[src/tile_pkg.sv]
// tile layer types, register offsets and tile/pixel helper functions
package tile_pkg;

    localparam int LINE_W_DEFAULT = 384;    // visible pixels per line

    // APB register offsets
    localparam logic [7:0] CTRL      = 8'h00;
    localparam logic [7:0] STATUS    = 8'h04;
    localparam logic [7:0] VRAM_BASE = 8'h08;
    localparam logic [7:0] HPOS      = 8'h0C;
    localparam logic [7:0] VPOS      = 8'h10;
    localparam logic [7:0] VRENDER   = 8'h14;
    localparam logic [7:0] BANK0     = 8'h20;
    localparam logic [7:0] BANK1     = 8'h24;
    localparam logic [7:0] BANK2     = 8'h28;
    localparam logic [7:0] BANK3     = 8'h2C;

    typedef enum logic [1:0] {
        TS_8  = 2'd0,
        TS_16 = 2'd1,
        TS_32 = 2'd2
    } tile_size_e;

    typedef struct packed {
        tile_size_e  size;
        logic [15:0] vram_base;     // bits 9:1 pick the map in 256-word units
        logic [10:0] hpos;
        logic [10:0] vpos;
        logic [8:0]  vrender;       // line being drawn
        logic        start;
    } layer_cfg_t;

    typedef struct packed {
        logic       rsvd;
        logic [3:0] offset;         // replaces rom address bits 19:16
        logic [5:0] code_hi;
        logic [5:0] code_lo;
        logic [2:0] layers;         // bit 0 = 8x8, bit 1 = 16x16, bit 2 = 32x32
        logic       en;
    } bank_entry_t;

    typedef bank_entry_t [3:0] bank_table_t;

    typedef struct packed {
        logic [6:0] unused;
        logic [1:0] group;
        logic       vflip;
        logic       hflip;
        logic [4:0] pal;
    } tile_attr_t;

    // first read of a map entry is the code, second one the attributes
    typedef union packed {
        logic [15:0] code;
        tile_attr_t  attr;
    } vram_word_u;

    typedef struct packed {
        logic        cs;
        logic [16:0] addr;
    } vram_req_t;

    typedef struct packed {
        logic        cs;
        logic        half;
        logic [19:0] addr;
    } rom_req_t;

    typedef struct packed {
        logic        wr;
        logic [8:0]  addr;
        logic [10:0] data;          // {group, pal, colour}
    } buf_wr_t;

    ////////////////////
    function automatic logic [5:0] tile_width(tile_size_e size);
        case (size)
            TS_8:    return 6'd8;
            TS_16:   return 6'd16;
            default: return 6'd32;
        endcase
    endfunction

    function automatic logic [2:0] tile_shift(tile_size_e size);
        case (size)
            TS_8:    return 3'd3;
            TS_16:   return 3'd4;
            default: return 3'd5;
        endcase
    endfunction

    function automatic logic [2:0] size_onehot(tile_size_e size);
        case (size)
            TS_8:    return 3'b001;
            TS_16:   return 3'b010;
            default: return 3'b100;
        endcase
    endfunction

    // pixel k of a planar word, one bit taken from each byte
    function automatic logic [3:0] plane_pixel(logic [31:0] w, logic [2:0] k);
        return {w[31 - k], w[23 - k], w[15 - k], w[7 - k]};
    endfunction

endpackage

[src/tile_fetch.sv]
// line fetch engine: map reads, bank lookup, ROM word fetch and pixel serializer
`timescale 1ns/1ns

module tile_fetch import tile_pkg::*; #(
    parameter int LINE_W = LINE_W_DEFAULT
) (
    input  logic        clk,
    input  logic        rst,
    input  layer_cfg_t  cfg,
    input  vram_word_u  vram_data,
    input  logic        vram_ok,
    input  logic [31:0] rom_data,
    input  logic        rom_ok,
    input  logic [3:0]  offset,
    input  logic [3:0]  mask,
    input  logic        unmapped,
    output vram_req_t   vram_req,
    output rom_req_t    rom_req,
    output logic        lookup,
    output logic [5:0]  code_hi,
    output buf_wr_t     wr,
    output logic        busy,
    output logic        done
);

    typedef enum logic [3:0] {
        S_IDLE, S_TILE, S_CODE, S_GAP, S_ATTR, S_ROMSET, S_ROMWAIT, S_PIX, S_DONE
    } state_e;

    localparam logic signed [10:0] LAST_SLOT = 11'(LINE_W - 1);

    state_e             state;
    logic [10:0]        vn;         // map line, vpos + vrender
    logic [5:0]         col;        // map column, wraps at 64
    logic signed [10:0] slot;       // buffer position of the next pixel
    logic [1:0]         word_cnt;
    logic [2:0]         pix_k;
    logic [15:0]        code;
    tile_attr_t         attr;
    logic [31:0]        pxl;

    logic [5:0]  width;
    logic [2:0]  shift;
    logic [4:0]  wmask;
    logic [1:0]  last_word;
    logic [5:0]  map_row;
    logic [16:0] map_addr;
    logic [4:0]  row;
    logic [1:0]  word_idx;
    logic [19:0] rom_pre;
    logic [19:0] rom_addr;
    logic [3:0]  colour;
    logic        in_line;

    ////////////////////
    // address arithmetic
    assign width     = tile_width(cfg.size);
    assign shift     = tile_shift(cfg.size);
    assign wmask     = 5'(width - 6'd1);
    assign last_word = 2'((width >> 3) - 6'd1);    // width/8 words per tile row
    assign map_row   = 6'(vn >> shift);

    // column major map, two words per entry
    assign map_addr = {cfg.vram_base[9:1], 8'd0} + {4'd0, col, map_row, 1'b0};

    assign row      = (vn[4:0] & wmask) ^ ({5{attr.vflip}} & wmask);
    assign word_idx = attr.hflip ? last_word - word_cnt : word_cnt;
    assign rom_pre  = {code[14:0], 5'd0} + {13'd0, row, 2'd0} + {18'd0, word_idx};
    assign rom_addr = ({mask, 16'hffff} & rom_pre) | {offset, 16'd0};

    assign colour  = unmapped ? 4'hf : plane_pixel(pxl, pix_k ^ {3{attr.hflip}});
    assign in_line = (slot >= 0) && (slot <= LAST_SLOT);
    assign code_hi = code[15:10];

    // tile data captured as it arrives
    always_ff @(posedge clk) begin
        if (state == S_CODE && vram_ok) begin
            code <= vram_data.code;
        end
        if (state == S_ATTR && vram_ok) begin
            attr <= vram_data.attr;
        end
        if (state == S_ROMWAIT && rom_ok) begin
            pxl <= rom_data;
        end
    end

    ////////////////////
    // main FSM
    always_ff @(posedge clk or posedge rst) begin
        if (rst) begin
            state    <= S_IDLE;
            vram_req <= '0;
            rom_req  <= '0;
            wr       <= '0;
            lookup   <= 1'b0;
            busy     <= 1'b0;
            done     <= 1'b0;
            vn       <= 11'd0;
            col      <= 6'd0;
            slot     <= 11'sd0;
            word_cnt <= 2'd0;
            pix_k    <= 3'd0;
        end else begin
            wr.wr  <= 1'b0;
            lookup <= 1'b0;
            if (cfg.start) begin                // also restarts a running line
                vram_req.cs <= 1'b0;
                rom_req.cs  <= 1'b0;
                busy        <= 1'b1;
                done        <= 1'b0;
                vn          <= cfg.vpos + {2'd0, cfg.vrender};
                col         <= 6'(cfg.hpos >> shift);
                slot        <= 11'sd0 - $signed({6'd0, cfg.hpos[4:0] & wmask});
                state       <= S_TILE;
            end else begin
                case (state)
                    S_TILE: begin
                        vram_req <= '{cs: 1'b1, addr: map_addr};
                        state    <= S_CODE;
                    end
                    S_CODE: if (vram_ok) begin
                        lookup           <= 1'b1;
                        vram_req.addr[0] <= 1'b1;   // attribute word, cs stays up
                        state            <= S_GAP;
                    end
                    S_GAP: state <= S_ATTR;         // lets ok drop for the new address
                    S_ATTR: if (vram_ok) begin
                        vram_req.cs <= 1'b0;
                        word_cnt    <= 2'd0;
                        state       <= S_ROMSET;
                    end
                    S_ROMSET: begin
                        rom_req <= '{cs: 1'b1, half: word_idx[0], addr: rom_addr};
                        state   <= S_ROMWAIT;
                    end
                    S_ROMWAIT: if (rom_ok) begin
                        rom_req.cs <= 1'b0;
                        pix_k      <= 3'd0;
                        state      <= S_PIX;
                    end
                    S_PIX: begin
                        wr    <= '{wr: in_line, addr: slot[8:0],
                                   data: {attr.group, attr.pal, colour}};
                        slot  <= slot + 11'sd1;
                        pix_k <= pix_k + 3'd1;
                        if (slot == LAST_SLOT) begin
                            state <= S_DONE;
                        end else if (pix_k == 3'd7) begin
                            if (word_cnt == last_word) begin
                                col   <= col + 6'd1;
                                state <= S_TILE;
                            end else begin
                                word_cnt <= word_cnt + 2'd1;
                                state    <= S_ROMSET;
                            end
                        end
                    end
                    S_DONE: begin
                        busy  <= 1'b0;
                        done  <= 1'b1;              // held until the next start
                        state <= S_IDLE;
                    end
                    default: state <= S_IDLE;
                endcase
            end
        end
    end

endmodule

[config.mk]
export PLATFORM = sky130hd
export DESIGN_NAME = tile_fetch
export DESIGN_NICKNAME = d
export VERILOG_FILES = /design/src/tile_pkg.sv /design/src/tile_fetch.sv
export SDC_FILE = /design/constraint.sdc
export NUM_CORES = 1
export LEC_CHECK = 0
export ABC_AREA = 1
export BUFFER_PORTS_ARGS = -buffer_cell sky130_fd_sc_hd__buf_2
export CAP_MARGIN = 20
export CORE_MARGIN = 2
export CORE_UTILIZATION = 30
export CTS_CLUSTER_DIAMETER = 100
export CTS_CLUSTER_SIZE = 30
export DETAILED_ROUTE_END_ITERATION = 16
export MAX_ROUTING_LAYER = met4
export PLACE_DENSITY = 0.59
export SYNTH_ARGS = -nofsm -noshare
export SYNTH_HDL_FRONTEND = slang
export SYNTH_SLANG_ARGS = --single-unit
[constraint.sdc]
create_clock -name clk -period 2.8 [get_ports clk]
set_clock_uncertainty 0.1 [all_clocks]
set_input_delay 0.14 -clock clk [delete_from_list [all_inputs] [get_ports clk]]
set_output_delay 0.14 -clock clk [all_outputs]
set_load 0.005 [all_outputs]
* Word level (Yosys, flattened, before mapping)
Index checks and enable logic that the tools add are counted.
Operators by class: bitwise gates (word level) 8, muxes and demuxes 51, shift-type cells 2, magnitude comparators 6, equality and inequality tests 23, reductions and logical operators 24, add/subtract/negate cells 16
Operators by type and width (number):
- < comparator 32 x 6 -> 1 bit (second input constant) | 4
- two-way mux 21 bit | 2
- two-way mux 6 bit | 5
- two-way mux 4 bit | 7
- one-hot mux 4 bit (7 select lines) | 1
- two-way mux 11 bit | 2
- right shift 11 x 3 -> 6 bit | 2
- adder 20 x 2 -> 20 bit | 1
- adder 20 x 7 -> 20 bit | 1
- AND 20 bit | 1
- binary-select mux 1 bit (select 5 bit) | 4
- OR 20 bit | 1
- adder 17 x 13 -> 17 bit | 1
- == test 4 x 3 -> 1 bit (second input constant) | 4
- two-way mux 1 bit | 16
- AND 5 bit | 3
- inequality test 2 bit (second input constant) | 7
- nonzero test 2 bit | 7
- one-hot mux 3 bit (2 select lines) | 2
- subtractor 5 x 3 -> 6 bit (first input constant) | 2
- adder 11 x 2 -> 11 bit (second input constant) | 1
- adder 11 x 9 -> 11 bit | 1
- == test 11 x 10 -> 1 bit (second input constant) | 1
- >= comparator 11 x 1 -> 1 bit (second input constant) | 1
- other kinds (33) | 53
Word-level totals: register bits after elaboration 158, word-level logic and storage cells 154, input bits 111

* Depth between registers and ports, before layout
Gate-level depths: netlist of the first run.
depth after elaboration 9, gate-level depth with buffers 15, gate-level depth less buffers 14

* Worst setup path before layout of the first run
Ideal clock, no wire load.
kind register -> register, from register state[3], to register pix_k[1], stages on the path, launching flop included 6, arrival time 2.179 ns, slack 0.400 ns, period minus slack after synthesis 2.400 ns, buffers on the path 0, cell sequence dfrtp_1 nor2_1 nand2_1 nor2_2 o21ai_0 a22o_1
On the way: word-level cells in the longest chain between the ends 3, elaborated cells between the ends (all ways) 6, those cells by class eq/ne: 3; mux: 1; reduce/logical: 2
Ends and longest elaborated chain:
- start: declaration | RTL line tile_fetch.sv:32 | state_e state;
- start signal: assignment | RTL line tile_fetch.sv:92 | state <= S_IDLE;
- start signal: assignment | RTL line tile_fetch.sv:115 | state <= S_TILE;
- start signal: assignment | RTL line tile_fetch.sv:120 | state <= S_CODE;
- == test 4 x 3 -> 1 bit | RTL line tile_fetch.sv:117 | case (state)
- inequality test 2 bit (no line) or nonzero test 2 bit (tied branches)
- AND reduction 3 bit (no line)
- end signal: assignment | RTL line tile_fetch.sv:146 | pix_k <= pix_k + 3'd1;
- end: declaration | RTL line tile_fetch.sv:37 | logic [2:0] pix_k;
Parallel ways exist; a longest one is shown, timed or not. A chain may end at the register's enable or synchronous reset.

* Worst setup path after layout of the first run
from register attr[6] (netlist bit), to register rom_req[17] (netlist bit)
On the way: word-level cells in the longest chain between the ends 6
Ends and longest elaborated chain:
- start: declaration | RTL line tile_fetch.sv:39 | tile_attr_t attr;
- start signal: assignment | RTL line tile_fetch.sv:81 | attr <= vram_data.attr;
- AND 5 bit | RTL line tile_fetch.sv:66 | assign row = (vn[4:0] & wmask) ^ ({5{attr.vflip}} & wmask);
- XOR 5 bit | RTL line tile_fetch.sv:66
- adder 20 x 7 -> 20 bit | RTL line tile_fetch.sv:68 | assign rom_pre = {code[14:0], 5'd0} + {13'd0, row, 2'd0} + {18'd0, word_idx};
- adder 20 x 2 -> 20 bit | RTL line tile_fetch.sv:68
- AND 20 bit | RTL line tile_fetch.sv:69 | assign rom_addr = ({mask, 16'hffff} & rom_pre) | {offset, 16'd0};
- OR 20 bit | RTL line tile_fetch.sv:69
- end signal: assignment | RTL line tile_fetch.sv:134 | rom_req <= '{cs: 1'b1, half: word_idx[0], addr: rom_addr};
- end: declaration | RTL line tile_fetch.sv:18 | output rom_req_t rom_req,
Every way passes these cells.

==> impl_metrics.yaml, run 1 <==
run_status:
  status: "complete, no violations"
timing:
  finalCriticalPeriod_ps: 2577
  max_slew_margin: 0.4223
  tightest_slew_ps: 864.8
  fmax_mhz: 388.1
  report.final.slew_viol_count: 0
  rsz0062_at_grt: "false"
  finalHoldViolCount: 0
  hold_slack_ps: 54.56
  post-route-period-util: 0.9202
  setup-violations-final: 0
  fin_tns_setup_ps: 0
cells_and_area:
  final_util: 0.3992
  final-instance-count-excl-fill: 1541
  final-seq-area_sq_um: 4214
  syn2layout_area_growth_pct: 30.97
  nFillCells: 2677
  layout.nets: 1324
  multiInputGateArea_sq_um: 3495
  final_area_sq_um: 10760
  antenna-diode-count: 0
  layout-drive-gt1-share: 0.2150
floorplanning:
  die_area_sq_um: 28720
  row_count: 60
  io_pins: 181
  coreArea_sq_um: 26950
  die_h_um: 169.5
  die_width_um: 169.5
  start_util: 0.3048
placed_design:
  dp_cells: 1438
  placed_cell_area_sq_um: 9444
  gp_congestion: 0.8663
  io_buffer_count: 173
  place_hpwl_mm: 15.79
global_routing:
  grt_pass1_vias: 7073
  overflow: 0
  grt_pass1_wl_mm: 35.39
  grt_usage: 0.1599
  grt_start_max_net_pins: 36
  antenna_found_initial: 0
power_and_ir_drop:
  p_comb_frac: 0.305
  peakVddDrop_mv: 0.3957
  p_clk_frac: 0.289
  power_density_nw_per_um2: 766.7
  intPower_mw: 5.458
  swShare: 0.3383
  seq_power_share: 0.406
  power.switching_mw: 2.790
  leakagePower_nw: 5.164
cts:
  clock_latency_ps: 430
  clkSlewWorstSetupHoldPaths_ps: 70
  cts_buffers: 17
  numClockSinks: 157
  h-tree-depth: 4
  clockBufferDepth: 2
  cts_root_buf: "clkbuf_16"
  cts_tree: "built"
detailed_routing:
  via_per_inst: 4.653
  ant_nets: 0
  drt_first_pass_iters: 5
  drc: 0
  routed_wl_mm: 21.91
  vias: 7170
  routedWlPerCell_um: 14.22
  drt_iter0_drc: 413
min_path:
  hold_path.class: "input pin to flip-flop"
  hp-start: "cfg[24]"
  whs_path_depth: 5
setup_path:
  cp_cell_sequence: "o21ai_1, a21oi_1, ha_1, fa_2, nand2_1, nor2_1, nand2_1, nor2_2, nand3_1, nand3_1, a21boi_0, dlygate4sd3_1"
  slowest_stage: "dlygate4sd3_1"
  critPathCaptureType: "flip-flop"
  critPathMaxFanout: 5
  critPathMaxStageDelay_ps: 550
  crit_type: "flip-flop to flip-flop"
  critical_path_arrival_ps: 2780
  start_kind: "flip-flop"
  r2r-start: "attr[6]$_DFFE_PP_"
  worstPathRequired_ps: 3010
  crit_path_start: "attr[6]$_DFFE_PP_"
  ff2ff_path_depth: 12
synth:
  synth-async-reset-ratio: 0.6369
  synthCells: 942
  synth.distinct_cells: 47
  synth_seq_cells: 157
  syn_area_sq_um: 8214
  ys.flop_type: "dfrtp_1"
  synth_nets: 1079
  ys.warnings.count: 0
  synth_edf_count: 57
  synth.avg_cell_area_sq_um: 8.720
  synth-seq-area-share: 0.5130
job:
  cap_violations: 0
[per-layer routing]
metal  wire length (um)  vias up  GRT usage
li1                   -     3619          -
met3               1009       24    0.03195
met1              10370     3355     0.2051
met2              10130      172     0.2555
met4                402        0    0.05017
met5                  0        -          -
[metrics by stage]
step           power [mW]  worst slack, ps
6_report            8.248            223.4
5_1_grt             8.854            12.66
4_1_cts             8.351            22.70
3_5_place_dp        5.804            484.6
3_3_place_gp        5.758            518.8
2_1_floorplan       4.833            400.0
[power by group through the flow]
stage               combinational (mW)  sequential (mW)  clock (mW)
detailed placement                2.42             3.38           0
CTS                               2.55             3.35        2.46
finish                            2.52             3.34        2.39
floorplan                         1.47             3.37           0
global placement                  2.38             3.38           0
global route                      2.88             3.43        2.55
[timing repair]
| item | 4_1_cts | 5_1_grt |
|---|---|---|
| endpoints found under the hold margin | 108 | 0 |
| gates resized for setup | 0 | 3 |
| setup buffers | 0 | 2 |
| hold buffers | 69 | 0 |
| setup endpoints to repair | 0 | 3 |
[cell type report]
cell class,count,share of cell area
Clock inverter,12,0.01361
Multi-Input combinational cell,673,0.3248
Sequential cell,157,0.3917
Tap cell,341,0.03966
Timing Repair Buffer,257,0.1586
Clock buffer,20,0.04245
Inverter,81,0.02908
[Yosys cell counts, types with 6 or more instances]
library cell,n,share of area
o21ai_0,41,0.025
nand2_1,280,0.13
nor2_1,72,0.033
nand3_1,104,0.063
nand4_1,11,0.0084
buf_2,14,0.0085
dfrtp_1,100,0.30
o21ai_2,10,0.011
o21ai_1,11,0.0067
inv_1,77,0.035
xor2_1,8,0.0085
ha_1,23,0.035
buf_4,10,0.0091
edfxtp_1,57,0.21
o21bai_1,6,0.0055
or2_2,10,0.0076
xnor2_1,16,0.017
nor3_1,8,0.0049
a21oi_1,23,0.014
[critical path: cells and delay by family, from the launching register on]
| kind | cells | cell delay [ps] |
|---|---|---|
| buffers and inverters | 1 | 550 |
| flip-flops | 1 | 420 |
| AO/OA/AOI/OAI | 3 | 310 |
| AND/OR/NAND/NOR | 6 | 620 |
| adder cells (fa/ha/maj) | 2 | 470 |
[layout by cell type, fill, tap and decap left out, drive strengths merged, types with 4 or more instances in the layout]
| master | instances |
|---|---|
| nand4 | 11 |
| or2 | 10 |
| nand3b | 5 |
| clkinv | 4 |
| buf | 188 |
| nand2 | 284 |
| nor3 | 8 |
| a21oi | 23 |
| xor2 | 8 |
| xnor2 | 16 |
| o221ai | 5 |
| clkbuf | 20 |
| dfrtp | 100 |
| edfxtp | 57 |
| nor2 | 77 |
| dlygate4sd3 | 69 |
| o21bai | 6 |
| o22ai | 5 |
| a22oi | 4 |
| o21ai | 62 |
| nand3 | 105 |
| a21boi | 5 |
| inv | 86 |
| ha | 23 |
[path summary, 6_finish.rpt]
kind	endpoint	slack, ps
max	rom_req[17]$_DFFE_PP0P_	220
min	col[0]$_DFFE_PP0P_	50
max reg2reg	rom_req[17]$_DFFE_PP0P_	220
min reg2reg	wr[4]$_DFFE_PP0P_	350
max in group asynchronous	wr[20]$_DFF_PP0_	1590
min in group asynchronous	vram_req[16]$_DFFE_PP0P_	330
[cell families after synthesis]
kind of cell / synth area share
compound gates: 0.09200
xor+xnor: 0.02559
fa+ha+maj: 0.04235
buf+inv: 0.06215
flops: 0.5130
simple gates: 0.2649
[registers in the layout (all words and copies together) (netlist names), 2 cells and up]
name,count
pxl,32
wr,21
attr,9
word_cnt,2
vn,11
code,16
vram_req,18
col,6
state,4
pix_k,3
rom_req,21
slot,11
No activity file was read; power rests on OpenSTA's default activity.
==> run 2: changes to the inputs <==
--- a/config.mk
+++ b/config.mk
@@ -10,6 +10,7 @@
 export CAP_MARGIN = 20
 export CORE_MARGIN = 2
 export CORE_UTILIZATION = 30
+export CTS_BUF_LIST = sky130_fd_sc_hd__clkbuf_16
 export CTS_CLUSTER_DIAMETER = 100
 export CTS_CLUSTER_SIZE = 30
 export DETAILED_ROUTE_END_ITERATION = 16
==> run 2 against run 1 <==
Via count unchanged. Global-route usage down 0.063 points. Sequential share of layout area is 0.073 points higher. Final area fell by 0.19%. Critical endpoint unchanged. Largest cell class unchanged. Largest power group unchanged. Highest routed layer unchanged.
==> impl_metrics.yaml, run 2 (same netlist as run 1, synthesis figures left out) <==
run_status:
  status: "complete, no violations"
timing:
  max_slew_margin: 0.4222
  rsz0062_at_grt: "false"
  finalCriticalPeriod_ps: 2575
  fin_tns_setup_ps: 0
  tightest_slew_ps: 864.8
  post-route-period-util: 0.9195
  setup-violations-final: 0
  fmax_mhz: 388.4
  finalHoldViolCount: 0
  report.final.slew_viol_count: 0
setup_path:
  critPathCaptureType: "flip-flop"
  critPathMaxFanout: 5
  crit_type: "flip-flop to flip-flop"
  slowest_stage: "dlygate4sd3_1"
  critPathMaxStageDelay_ps: 550
  critical_path_arrival_ps: 2780
  worstPathRequired_ps: 3010
  crit_path_start: "attr[6]$_DFFE_PP_"
  start_kind: "flip-flop"
  cp_cell_sequence: "o21ai_1, a21oi_1, ha_1, fa_2, nand2_1, nor2_1, nand2_1, nor2_2, nand3_1, nand3_1, a21boi_0, dlygate4sd3_1"
  r2r-start: "attr[6]$_DFFE_PP_"
placed_design:
  gp_congestion: 0.8663
  io_buffer_count: 173
  dp_cells: 1438
  place_hpwl_mm: 15.79
global_routing:
  grt_start_max_net_pins: 36
  grt_pass1_wl_mm: 35.24
  antenna_found_initial: 0
  grt_pass1_vias: 7047
  grt_usage: 0.1593
  overflow: 0
cells_and_area:
  reg_top3: "pxl: 32 flops, rom_req: 21 flops, wr: 21 flops"
  layout-drive-gt1-share: 0.2133
  final_cell_mix: "nand2_1 (280), buf_2 (173), nand3_1 (104), dfrtp_1 (100), inv_1 (77)"
  syn2layout_area_growth_pct: 30.72
  final_util: 0.3984
  layout.nets: 1324
  nFillCells: 2681
  multiInputGateArea_sq_um: 3495
  final-seq-area_sq_um: 4214
  final_common_cell: "nand2_1"
  largest_reg_flops: 32
  antenna-diode-count: 0
  final-instance-count-excl-fill: 1541
  top_register: "pxl"
detailed_routing:
  routed_wl_mm: 21.86
  drt_first_pass_iters: 4
  routedWlPerCell_um: 14.19
  drc: 0
  ant_nets: 0
  drt_iter0_drc: 417
  vias: 7170
  via_per_inst: 4.653
cts:
  cts_buffers: 17
  clockBufferDepth: 2
  clock_latency_ps: 420
  clkSlewWorstSetupHoldPaths_ps: 70
  cts_root_buf: "clkbuf_16"
  cts_tree: "built"
  numClockSinks: 157
  h-tree-depth: 4
floorplanning:
  io_pins: 181
  start_util: 0.3048
  die_h_um: 169.5
  die_width_um: 169.5
  row_count: 60
  coreArea_sq_um: 26950
  die_area_sq_um: 28720
min_path:
  hp-start: "cfg[24]"
  hold_path.class: "input pin to flip-flop"
power_and_ir_drop:
  finalPower_mw: 8.185
  peakVddDrop_mv: 0.3970
  leakagePower_nw: 5.157
  power_density_nw_per_um2: 762.3
job:
  cap_violations: 0
run 2: cell types whose count changed in the layout (fill, tap and decap cells not counted), sizes merged:
cell and delta:
clkbuf -3, clkinv +2, inv +1
run 2: worst paths after layout:
path | cells past startpoint | endpoint | slack [ps]
setup reg to reg | 12 | rom_req[17]$_DFFE_PP0P_ | 230
min in group asynchronous | 3 | vram_req[16]$_DFFE_PP0P_ | 330
hold reg to reg | 2 | wr[4]$_DFFE_PP0P_ | 350
setup / recovery | 12 | rom_req[17]$_DFFE_PP0P_ | 230
max in group asynchronous | 4 | wr[20]$_DFF_PP0_ | 1590
hold / removal | 5 | col[0]$_DFFE_PP0P_ | 60
run 2: layout make-up:
class / instances / area share
clock buffer: 17 / 0.03962
clock inverter: 15 / 0.01468
inverter: 81 / 0.02913
multi-input combinational: 673 / 0.3254
sequential: 157 / 0.3924
tap: 341 / 0.03973
timing repair buffer: 257 / 0.1589
run 2: per-layer routing:
metal  global-route usage  up-vias  share of wire
li1                     -     3621              -
met1               0.2048     3355           0.47
met2               0.2543      174           0.46
met3              0.03195       20          0.047
met4              0.04905        0          0.017
met5                    -        -              0
run 2: metrics by stage:
step	instance area, sq um	hold WS (ps)	setup WS [ps]
3_5_place_dp	9444	218.1	484.6
5_1_grt	10740	61.66	12.66
6_report	10740	56.60	225.3
4_1_cts	10720	30.28	22.71
2_1_floorplan	8218	138.9	400.0
3_3_place_gp	9444	216.2	518.8
run 2: power by group:
group          total (mW)  switching [mW]  leakage, nW  internal, mW
Sequential           3.35           0.381         1.73          2.96
Combinational        2.51            1.41         3.14          1.11
Clock                2.32           0.996        0.292          1.33
Total                8.19            2.79         5.16          5.40
run 2: timing repair:
action | in CTS | in global routing
endpoints found under the hold margin | 108 | 0
setup endpoints to repair | 0 | 3
gates resized for setup | 0 | 3
setup buffers | 0 | 2
hold buffers | 69 | 0
run 2: critical path, delay by kind of cell, from the launching register on:
family                   cells  cell delay [ps]
AO/OA/AOI/OAI                3              310
adder cells (fa/ha/maj)      2              470
buffers and inverters        1              550
flip-flops                   1              420
AND/OR/NAND/NOR              6              620
==> run 3: changes to the inputs <==
--- a/config.mk
+++ b/config.mk
@@ -5,7 +5,6 @@
 export SDC_FILE = /design/constraint.sdc
 export NUM_CORES = 1
 export LEC_CHECK = 0
-export ABC_AREA = 1
 export BUFFER_PORTS_ARGS = -buffer_cell sky130_fd_sc_hd__buf_2
 export CAP_MARGIN = 20
 export CORE_MARGIN = 2
==> run 3 against run 2 <==
Sequential share of layout area grew 1.1 points. First-iteration DRC count is 9.8% lower. Register-to-register slack lost 100 ps. Combinational power down 18%. Non-clock buffer count grew 6. Critical path depth down 3. Sequential cell count did not move. Core utilization rose by 0.39 points. Final area fell by 2.6%. Hold slack got worse by 29 ps. Largest cell class unchanged. Largest power group unchanged.
==> impl_metrics.yaml, run 3 <==
synth:
  synthXorXnorAreaFrac: 0.05298
  synth-compound-area-share: 0.1479
  synth-async-reset-ratio: 0.6369
  ys.flop_type: "dfrtp_1"
  synthCells: 767
  synth_seq_cells: 157
  synthMostInstantiatedCell: "nand2_1"
  synth.distinct_cells: 61
  muxShareOfSynthArea: 0.03343
  synth-seq-area-share: 0.5311
  syn_area_sq_um: 7935
  synth_area_leaders: "dfrtp_1 (32%), edfxtp_1 (22%), nand2_1 (5.6%)"
  synth_top_area_share: 0.3154
  synth.avg_cell_area_sq_um: 10.35
  synth_top_area_cell: "dfrtp_1"
  synth_top_family_by_area: "compound AO/OA/AOI/OAI gates"
  ys.warnings.count: 0
  synthAdderAreaFrac: 0.04383
  yosys-top-cells-count: "nand2_1 (119), dfrtp_1 (100), o21ai_0 (68), edfxtp_1 (57), nor2_1 (54)"
  yosys.area_share.simple: 0.1476
  synth_edf_count: 57
  synth_nets: 904
setup_path:
  crit_type: "flip-flop to flip-flop"
  cp_top_family: "buffers and inverters"
  critPathMaxStageDelay_ps: 560
  crit_path_start: "attr[6]$_DFFE_PP_"
  worstPathRequired_ps: 2990
  slowest_stage: "dlygate4sd3_1"
  ff2ff_path_depth: 9
  critPathMaxFanout: 6
  cp_cell_sequence: "xor2_1, and2_1, ha_1, a21o_1, nand4_1, xnor2_1, a21oi_1, dlygate4sd3_1, o21ai_0"
  r2r-start: "attr[6]$_DFFE_PP_"
  start_kind: "flip-flop"
  cp.depth: 9
  critical_path_arrival_ps: 2870
  critPathCaptureType: "flip-flop"
  critPathBufInv: 1
power_and_ir_drop:
  finalPower_mw: 7.707
  power_density_nw_per_um2: 737.3
  leakagePower_nw: 4.574
  peakVddDrop_mv: 0.3759
floorplanning:
  die_area_sq_um: 27770
  start_util: 0.3054
  io_pins: 181
  die_h_um: 166.6
  coreArea_sq_um: 25980
  die_width_um: 166.6
  row_count: 59
global_routing:
  overflow: 0
  grt_pass1_wl_mm: 33.71
  grt_usage: 0.1557
  grt_pass1_vias: 6347
  grt_start_max_net_pins: 39
  antenna_found_initial: 1
cells_and_area:
  largest_reg_flops: 32
  final_common_cell: "buf_2"
  layout.nets: 1137
  syn2layout_area_growth_pct: 31.74
  final-instance-count-excl-fill: 1349
  top_register: "pxl"
  reg_top3: "pxl: 32 flops, rom_req: 21 flops, wr: 21 flops"
  final_cell_mix: "buf_2 (173), nand2_1 (119), dfrtp_1 (100), dlygate4sd3_1 (74), o21ai_0 (68)"
  layout-drive-gt1-share: 0.2458
cts:
  clock_latency_ps: 420
  cts_root_buf: "clkbuf_16"
  numClockSinks: 157
  cts_buffers: 17
  cts_tree: "built"
  post-cts-setup-buffers: 0
  clockBufferDepth: 2
  clkSlewWorstSetupHoldPaths_ps: 70
  h-tree-depth: 4
  cts_resized: 0
timing:
  tightest_slew_ps: 818.4
  setup-violations-final: 0
  fin_tns_setup_ps: 0
  report.final.slew_viol_count: 0
  fmax_mhz: 373.8
  finalHoldViolCount: 0
  post-route-period-util: 0.9553
  max_slew_margin: 0.4532
  rsz0062_at_grt: "false"
  finalCriticalPeriod_ps: 2675
min_path:
  whs_path_depth: 3
  hold_path.class: "input pin to flip-flop"
  hp-start: "cfg[10]"
detailed_routing:
  drt_first_pass_iters: 5
  routedWlPerCell_um: 15.58
  via_per_inst: 4.744
  drt_iter0_drc: 376
  routed_wl_mm: 21.02
  drc: 0
  ant_nets: 0
  vias: 6399
placed_design:
  dp_cells: 1242
  place_hpwl_mm: 14.77
  gp_congestion: 0.8304
  io_buffer_count: 173
job:
  cap_violations: 0
run_status:
  status: "complete, no violations"
[run 3: changes by cell type after synthesis, sizes merged, moves of 18 or more]
cell / before / now
nand2: 284 / 120
clkbuf: 2 / 24
nand3: 105 / 15
a21oi: 23 / 41
inv: 80 / 19
nor2: 77 / 54
[run 3: final cells by class]
class | count | area (sq um)
inverters | 20 | 78.83
clock inverters | 14 | 143.9
diodes | 1 | 2.502
multi-input cells | 541 | 3406
fillers | 2552 | 15530
flip-flops and latches | 157 | 4214
well taps | 335 | 419.2
repair buffers | 263 | 1739
clock buffers | 18 | 450.4
[run 3: metal layers]
metal | up-vias | GRT usage | wire length [um]
li1 | 3209 | - | -
met1 | 3017 | 0.2048 | 9947
met2 | 150 | 0.2433 | 9893
met3 | 23 | 0.02875 | 823
met4 | 0 | 0.05172 | 359
met5 | - | - | 0
[run 3: final timing paths]
check	end	slack, ps
max in group asynchronous	rom_req[8]$_DFFE_PP0P_	1500
worst max-delay path	rom_req[16]$_DFFE_PP0P_	130
min in group asynchronous	vram_req[0]$_DFFE_PP0P_	310
worst max register to register	rom_req[16]$_DFFE_PP0P_	130
worst min register to register	wr[10]$_DFFE_PP0P_	350
worst min-delay path	vn[0]$_DFFE_PP0P_	30
[run 3: metrics by stage]
| step | worst slack [ps] | utilization | hold WS, ps | instance area (sq um) |
|---|---|---|---|---|
| floorplan | 215.6 | - | 138.9 | 7945 |
| global placement | 546.7 | 0.3508 | 216.7 | 9116 |
| detailed placement | 481.5 | 0.3508 | 218.1 | 9116 |
| CTS | 141.4 | 0.4022 | 31.25 | 10450 |
| global route | 7.201 | 0.4023 | 44.81 | 10450 |
| finish | 125.1 | 0.4023 | 27.61 | 10450 |
[run 3: worst register-to-register path: cells and delay by family, from the launching register on]
| kind | cells | cell delay, ps |
|---|---|---|
| and+or+nand+nor | 2 | 340 |
| AOI/OAI and AO/OA | 3 | 430 |
| buffers and inverters | 1 | 560 |
| xor gates and xnor gates | 2 | 320 |
| adders and majority gates | 1 | 280 |
| DFF | 1 | 510 |
[run 3: repair_timing]
action,in CTS,in global routing
endpoints found under the setup margin,0,0
endpoints found under the hold margin,114,0
hold buffers,74,0
[run 3: where the power goes]
| part | switching (mW) | internal (mW) | leakage (nW) |
|---|---|---|---|
| Clock | 1.04 | 1.31 | 0.294 |
| Sequential | 0.411 | 2.89 | 1.75 |
| Combinational | 1.09 | 0.963 | 2.53 |
[run 3: cells by family (layout without fill, tap and decap cells)]
logic type	count (synthesis)	after routing
AND/OR/NAND/NOR	251	251
AO/OA/AOI/OAI	191	191
flip-flops	157	157
buffers and inverters	69	315
XOR/XNOR	48	48
adder cells (fa/ha/maj)	26	26
multiplexers	25	25
other	0	1
